### config.mk
export PLATFORM = sky130hd
export DESIGN_NAME = rv_core
export DESIGN_NICKNAME = d
export VERILOG_FILES = /design/src/common/rv_pkg.sv /design/src/core/rv_core.sv
export SDC_FILE = /design/constraint.sdc
export NUM_CORES = 2
export LEC_CHECK = 0
export BUFFER_PORTS_ARGS = -buffer_cell sky130_fd_sc_hd__buf_2
export CELL_PAD_IN_SITES_DETAIL_PLACEMENT = 0
export CELL_PAD_IN_SITES_GLOBAL_PLACEMENT = 1
export CORE_ASPECT_RATIO = 1.1
export CORE_UTILIZATION = 25
export DETAILED_ROUTE_END_ITERATION = 16
export PLACE_DENSITY = 0.56
export SLEW_MARGIN = 30
export SYNTH_ARGS = -nofsm -noshare
export SYNTH_HDL_FRONTEND = slang
export SYNTH_SLANG_ARGS = --single-unit
### constraint.sdc
create_clock -name clk_i -period 7.3 [get_ports clk_i]
set_clock_uncertainty 0.05 [all_clocks]
set_input_delay 0.73 -clock clk_i [delete_from_list [all_inputs] [get_ports clk_i]]
set_output_delay 0.73 -clock clk_i [all_outputs]
set_load 0.01 [all_outputs]
### src/common/rv_pkg.sv
// shared core and memory map definitions
package rv_pkg;

    // data and address width
    localparam int unsigned XLEN = 32;

    // major opcodes of the supported subset
    localparam logic [6:0] OPC_LUI    = 7'b0110111;
    localparam logic [6:0] OPC_OPIMM  = 7'b0010011;
    localparam logic [6:0] OPC_OP     = 7'b0110011;
    localparam logic [6:0] OPC_LOAD   = 7'b0000011;
    localparam logic [6:0] OPC_STORE  = 7'b0100011;
    localparam logic [6:0] OPC_BRANCH = 7'b1100011;
    localparam logic [6:0] OPC_JAL    = 7'b1101111;

    // funct3 codes
    localparam logic [2:0] F3_ADD   = 3'b000;
    localparam logic [2:0] F3_BEQ   = 3'b000;
    localparam logic [2:0] F3_BNE   = 3'b001;
    localparam logic [2:0] F3_LW_SW = 3'b010;

    // funct7 codes telling add from sub
    localparam logic [6:0] F7_ADD = 7'b0000000;
    localparam logic [6:0] F7_SUB = 7'b0100000;

    // everything from here up is a pseudo peripheral
    localparam logic [XLEN-1:0] MMIO_BASE = 32'h2000_0000;

    // test status register, the signature below means passed
    localparam logic [XLEN-1:0] STATUS_ADDR = 32'h2000_0000;

    // exit register, a write ends the program
    localparam logic [XLEN-1:0] EXIT_ADDR = 32'h2000_0004;

    localparam logic [XLEN-1:0] PASS_SIGNATURE = 32'd123456789;

endpackage

### src/core/rv_core.sv
// multi-cycle rv32i subset core
module rv_core #(
    parameter logic [rv_pkg::XLEN-1:0] BOOT_ADDR = 32'h80
) (
    input  logic                    clk_i,
    input  logic                    reset_i,
    input  logic                    fetch_enable_i,

    output logic                    instr_req_o,
    output logic [rv_pkg::XLEN-1:0] instr_addr_o,
    input  logic                    instr_gnt_i,
    input  logic                    instr_rvalid_i,
    input  logic [rv_pkg::XLEN-1:0] instr_rdata_i,

    output logic                    data_req_o,
    output logic                    data_we_o,
    output logic [rv_pkg::XLEN-1:0] data_addr_o,
    output logic [rv_pkg::XLEN-1:0] data_wdata_o,
    input  logic                    data_gnt_i,
    input  logic                    data_rvalid_i,
    input  logic [rv_pkg::XLEN-1:0] data_rdata_i
);
    import rv_pkg::*;

    typedef enum logic [2:0] {
        S_FETCH,
        S_WAIT_I,
        S_EXEC,
        S_MEM,
        S_WAIT_D
    } state_e;

    state_e          state_q;
    state_e          state_d;
    logic [XLEN-1:0] pc_q;
    logic [XLEN-1:0] pc_next;
    logic [XLEN-1:0] pc_plus4;
    logic [XLEN-1:0] ir_q;

    // x0 is never written, reads of it are forced to zero
    logic [XLEN-1:0] regs [32];

    logic [6:0]      opcode;
    logic [4:0]      rd;
    logic [4:0]      rs1;
    logic [4:0]      rs2;
    logic [2:0]      funct3;
    logic [6:0]      funct7;
    logic [XLEN-1:0] rs1_val;
    logic [XLEN-1:0] rs2_val;

    logic [XLEN-1:0] imm_i;
    logic [XLEN-1:0] imm_s;
    logic [XLEN-1:0] imm_b;
    logic [XLEN-1:0] imm_u;
    logic [XLEN-1:0] imm_j;

    logic            alu_we;
    logic [XLEN-1:0] alu_res;
    logic            mem_op;
    logic            mem_we;
    logic [XLEN-1:0] mem_addr;

    logic            rf_we;
    logic [XLEN-1:0] rf_wdata;

    logic            data_we_q;
    logic [XLEN-1:0] data_addr_q;
    logic [XLEN-1:0] data_wdata_q;

    assign opcode = ir_q[6:0];
    assign rd     = ir_q[11:7];
    assign funct3 = ir_q[14:12];
    assign rs1    = ir_q[19:15];
    assign rs2    = ir_q[24:20];
    assign funct7 = ir_q[31:25];

    assign rs1_val = (rs1 == 5'd0) ? '0 : regs[rs1];
    assign rs2_val = (rs2 == 5'd0) ? '0 : regs[rs2];

    // immediate decoder
    assign imm_i = {{20{ir_q[31]}}, ir_q[31:20]};
    assign imm_s = {{20{ir_q[31]}}, ir_q[31:25], ir_q[11:7]};
    assign imm_b = {{19{ir_q[31]}}, ir_q[31], ir_q[7], ir_q[30:25], ir_q[11:8], 1'b0};
    assign imm_u = {ir_q[31:12], 12'b0};
    assign imm_j = {{11{ir_q[31]}}, ir_q[31], ir_q[19:12], ir_q[20], ir_q[30:21], 1'b0};

    assign pc_plus4 = pc_q + XLEN'(4);

    // execute stage, unknown encodings fall through as a no-op
    always_comb begin
        alu_we   = 1'b0;
        alu_res  = '0;
        mem_op   = 1'b0;
        mem_we   = 1'b0;
        mem_addr = rs1_val + imm_i;
        pc_next  = pc_plus4;
        case (opcode)
            OPC_LUI: begin
                alu_we  = 1'b1;
                alu_res = imm_u;
            end
            OPC_OPIMM: begin
                if (funct3 == F3_ADD) begin
                    alu_we  = 1'b1;
                    alu_res = rs1_val + imm_i;
                end
            end
            OPC_OP: begin
                if (funct3 == F3_ADD && funct7 == F7_ADD) begin
                    alu_we  = 1'b1;
                    alu_res = rs1_val + rs2_val;
                end else if (funct3 == F3_ADD && funct7 == F7_SUB) begin
                    alu_we  = 1'b1;
                    alu_res = rs1_val - rs2_val;
                end
            end
            OPC_LOAD: begin
                mem_op = (funct3 == F3_LW_SW);
            end
            OPC_STORE: begin
                mem_op   = (funct3 == F3_LW_SW);
                mem_we   = 1'b1;
                mem_addr = rs1_val + imm_s;
            end
            OPC_BRANCH: begin
                if ((funct3 == F3_BEQ && rs1_val == rs2_val) ||
                    (funct3 == F3_BNE && rs1_val != rs2_val)) begin
                    pc_next = pc_q + imm_b;
                end
            end
            OPC_JAL: begin
                // link register gets the return address
                alu_we  = 1'b1;
                alu_res = pc_plus4;
                pc_next = pc_q + imm_j;
            end
            default: begin
                alu_we = 1'b0;
            end
        endcase
    end

    // single write port, alu results in execute and load data on rvalid
    always_comb begin
        rf_we    = 1'b0;
        rf_wdata = alu_res;
        if (state_q == S_EXEC) begin
            rf_we = alu_we;
        end else if (state_q == S_WAIT_D && data_rvalid_i && !data_we_q) begin
            rf_we    = 1'b1;
            rf_wdata = data_rdata_i;
        end
    end

    always_ff @(posedge clk_i) begin
        if (rf_we && rd != 5'd0) begin
            regs[rd] <= rf_wdata;
        end
    end

    always_comb begin
        state_d = state_q;
        case (state_q)
            S_FETCH:  if (instr_req_o && instr_gnt_i) state_d = S_WAIT_I;
            S_WAIT_I: if (instr_rvalid_i) state_d = S_EXEC;
            S_EXEC:   state_d = mem_op ? S_MEM : S_FETCH;
            S_MEM:    if (data_gnt_i) state_d = S_WAIT_D;
            S_WAIT_D: if (data_rvalid_i) state_d = S_FETCH;
            default:  state_d = S_FETCH;
        endcase
    end

    always_ff @(posedge clk_i) begin
        if (reset_i) begin
            state_q <= S_FETCH;
            pc_q    <= BOOT_ADDR;
        end else begin
            state_q <= state_d;
            if (state_q == S_EXEC) begin
                pc_q <= pc_next;
            end
        end
    end

    // instruction word and data access are captured once and held
    always_ff @(posedge clk_i) begin
        if (state_q == S_WAIT_I && instr_rvalid_i) begin
            ir_q <= instr_rdata_i;
        end
        if (state_q == S_EXEC) begin
            data_we_q    <= mem_we;
            data_addr_q  <= mem_addr;
            data_wdata_q <= rs2_val;
        end
    end

    assign instr_req_o  = (state_q == S_FETCH) && fetch_enable_i;
    assign instr_addr_o = pc_q;

    assign data_req_o   = (state_q == S_MEM);
    assign data_we_o    = data_we_q;
    assign data_addr_o  = data_addr_q;
    assign data_wdata_o = data_wdata_q;

endmodule

==> results.sh <==
export IMPL_synthDistinctLibCells=102
export IMPL_post_drt_wl_per_cell_um=29.7
export IMPL_die_x_um=481
export IMPL_critPathTopFamily="compound AO/OA/AOI/OAI gates"
export IMPL_portBuffers=168
export IMPL_cp_start_kind="register"
export IMPL_seqCellArea_um2=34600
export IMPL_p_leak_nw=24.1
export IMPL_rsz0062_at_grt="false"
export IMPL_synth_largest_area_cell="edfxtp_1"
export IMPL_clk_pin_slew_worst_paths_ns=0.07
export IMPL_totalPowerFinal_mw=21.6
export IMPL_vdd_ir_drop_max_uv=207
export IMPL_num_fill_cells=25100
export IMPL_post_route_drc_count=0
export IMPL_placementRows=193
export IMPL_setup_viol=0
export IMPL_drt_wl_total_um=230000
export IMPL_routabilityCongestion=0.944
export IMPL_yosys_area_top_type_share_pct=53.4
export IMPL_hold_viol_final=0
export IMPL_coreArea_um2=251000
export IMPL_antenna_left=0
export IMPL_cts_root_buf="clkbuf_16"
export IMPL_multiInputGateArea_um2=27400
export IMPL_htree_levels=3
export IMPL_status="completed"
export IMPL_cp_cell_sequence="buf_12, buf_12, mux4_2, mux4_2, mux2i_1, nor2_1, ha_1, nand4_1, o21ai_0, a21oi_1, o21ai_0, buf_4, or3_1, a21oi_1, a211oi_1, o31ai_1, a221oi_1, a31oi_2, buf_4"
export IMPL_grt_pass1_vias=41400
export IMPL_synthTopCellsByCount="edfxtp_1 (1121), mux4_2 (600), nor2_1 (216), a21oi_1 (215), nand2_1 (194)"
export IMPL_required_ns=7.70
export IMPL_max_stage_delay_ns=0.62
export IMPL_crit_type="register to register"
export IMPL_cp_max_fo=55
export IMPL_slew_violations=0
export IMPL_nets=4539
export IMPL_synth_edf_count=1121
export IMPL_cts_sinks=1165
export IMPL_antenna_found_initial=4
export IMPL_grt_use_total_pct=17.8
export IMPL_relSlewSlack_pct=28.8
export IMPL_path_buf_inv=4
export IMPL_first_iter_violations=4088
export IMPL_viasPerCell=5.30
export IMPL_worstSetupEndpointType="register"
export IMPL_synthToLayoutAreaGrowth_pct=16.0
export IMPL_synthCells=4080
export IMPL_fmax_mhz=146
export IMPL_synth_area_leaders="edfxtp_1 (53%), mux4_2 (21%), ha_1 (2.7%)"
export IMPL_p_per_area_nw_per_um2=296
export IMPL_cts_tree="yes"
export IMPL_cts_hold_buf=0
export IMPL_worst_slew_pin_slew_ns=1.06
export IMPL_clk_latency_ns=0.77
export IMPL_cts_buffer_depth=3
export IMPL_arrival_ns=7.27
export IMPL_setup_tns_ns=0
export IMPL_dieHeight_um=529
export IMPL_drt_first_pass_iters=5
export IMPL_grt_overflow_total=0
export IMPL_period_needed_ns=6.87
export IMPL_syn_mean_instance_area_um2=15.5
export IMPL_ys_ff_latch=1165
export IMPL_seq_area_frac_synth_pct=54.8
export IMPL_fin_crit_sh_pct=94.1
export IMPL_layout_drive_gt1_share_pct=29.4
export IMPL_ys_warn_count=0
export IMPL_boundaryPins=170
export IMPL_dieArea_um2=254000
export IMPL_numCtsBuffers=115
export IMPL_synthArstFlopShare_pct=0
export IMPL_synth_most_common_cell="edfxtp_1"
export IMPL_grt_pass1_wl_um=322000
export IMPL_start_util_pct=25.1
export IMPL_grt_max_degree=72
export IMPL_syn_cell_area_um2=63100
export IMPL_cpMaxStageDelayCell="dfxtp_4"
export IMPL_dpl_hpwl_um=153000
export IMPL_num_vias=41100
export IMPL_cap_violations=0
export IMPL_synth_top_flop_cell="edfxtp_1"
export IMPL_worstHoldPathType="input port to register"
-- layer usage --
layer	vias to the layer above	GRT usage, %	wire, um
li1	17200	-	-
met1	21900	22.5	92500
met2	1616	30.7	115000
met3	346	1.94	12900
met4	4	7.24	9360
met5	-	0	27
-- power breakdown --
group          switching (mW)  internal, mW  total, mW
Combinational            4.64          2.97       7.61
Clock                    2.73          3.25       5.98
Sequential              0.477          7.57       8.05
Total                    7.85          13.8       21.6
-- kinds of logic (layout without fill, tap and decap cells) --
kind of cell | Yosys count | count (layout) | synth area share [%]
multiplexers | 705 | 705 | 23.5
AO/OA/AOI/OAI | 760 | 760 | 8.02
XOR/XNOR | 169 | 169 | 2.37
buffers and inverters | 376 | 689 | 2.56
flip-flops | 1165 | 1165 | 54.8
other | 1 | 37 | 0.00595
AND/OR/NAND/NOR | 757 | 757 | 5.78
adder cells (fa/ha/maj) | 147 | 147 | 2.96
-- registers in the layout, indices dropped and copies added (netlist names), named ones only --
register      cells
regs           1024
data_addr_o      32
data_wdata_o     32
ir_q             32
instr_addr_o     31
state_q           3
data_we_o         1
-- cell type report --
cell class                 count  area share (%)
clock buffer                 129            4.03
tap                         3315            5.67
clock inverter                85            1.07
inverter                     103           0.532
timing repair buffer         372            3.91
multi-input combinational   2571            37.5
antenna                        4          0.0137
sequential                  1165            47.3
-- cell usage in the layout (no fill, tap or decap), types with 34 or more instances in the layout --
| master | instances |
|---|---|
| edfxtp_1 | 1121 |
| mux4_2 | 600 |
| a21oi_1 | 212 |
| nand2_1 | 194 |
| nor2_1 | 189 |
| buf_2 | 168 |
| buf_4 | 166 |
| ha_1 | 134 |
| clkbuf_16 | 116 |
| o21ai_0 | 109 |
| xnor2_1 | 109 |
| inv_1 | 101 |
| a21o_1 | 90 |
| mux2i_1 | 63 |
| nor3_1 | 63 |
| nand2b_1 | 60 |
| xor2_1 | 58 |
| nand3_1 | 48 |
| dfxtp_1 | 34 |
-- per-stage QoR --
step / hold slack [ns] / std cells / utilization, % / cell area [um2] / setup WS [ns]
3_3_place_gp: 0.499 / 7519 / 27.6 / 69200 / 0.313
2_1_floorplan: 0.480 / 4112 / - / 63200 / 0.0304
3_5_place_dp: 0.497 / 7524 / 27.6 / 69400 / 0.279
4_1_cts: 0.0164 / 7738 / 29.1 / 73100 / 0.264
5_1_grt: 0.0662 / 7741 / 29.1 / 73200 / 0.0451
6_report: 0.0790 / 7744 / 29.1 / 73200 / 0.428
-- final timing paths --
path,start,to,depth (start not counted),slack [ns]
hold reg to reg,instr_addr_o[31],instr_addr_o[31],2,0.51
hold / removal,instr_rdata_i[26],ir_q[26],1,0.08
setup / recovery,register,regs[6][31],19,0.43
setup reg to reg,register,regs[6][31],19,0.43
-- repair_timing --
action,in CTS,in global routing
endpoints found under the setup margin,0,64
resized for setup,0,2
buffers inserted,0,1
Note: power is estimated with default switching activity, not from simulation.
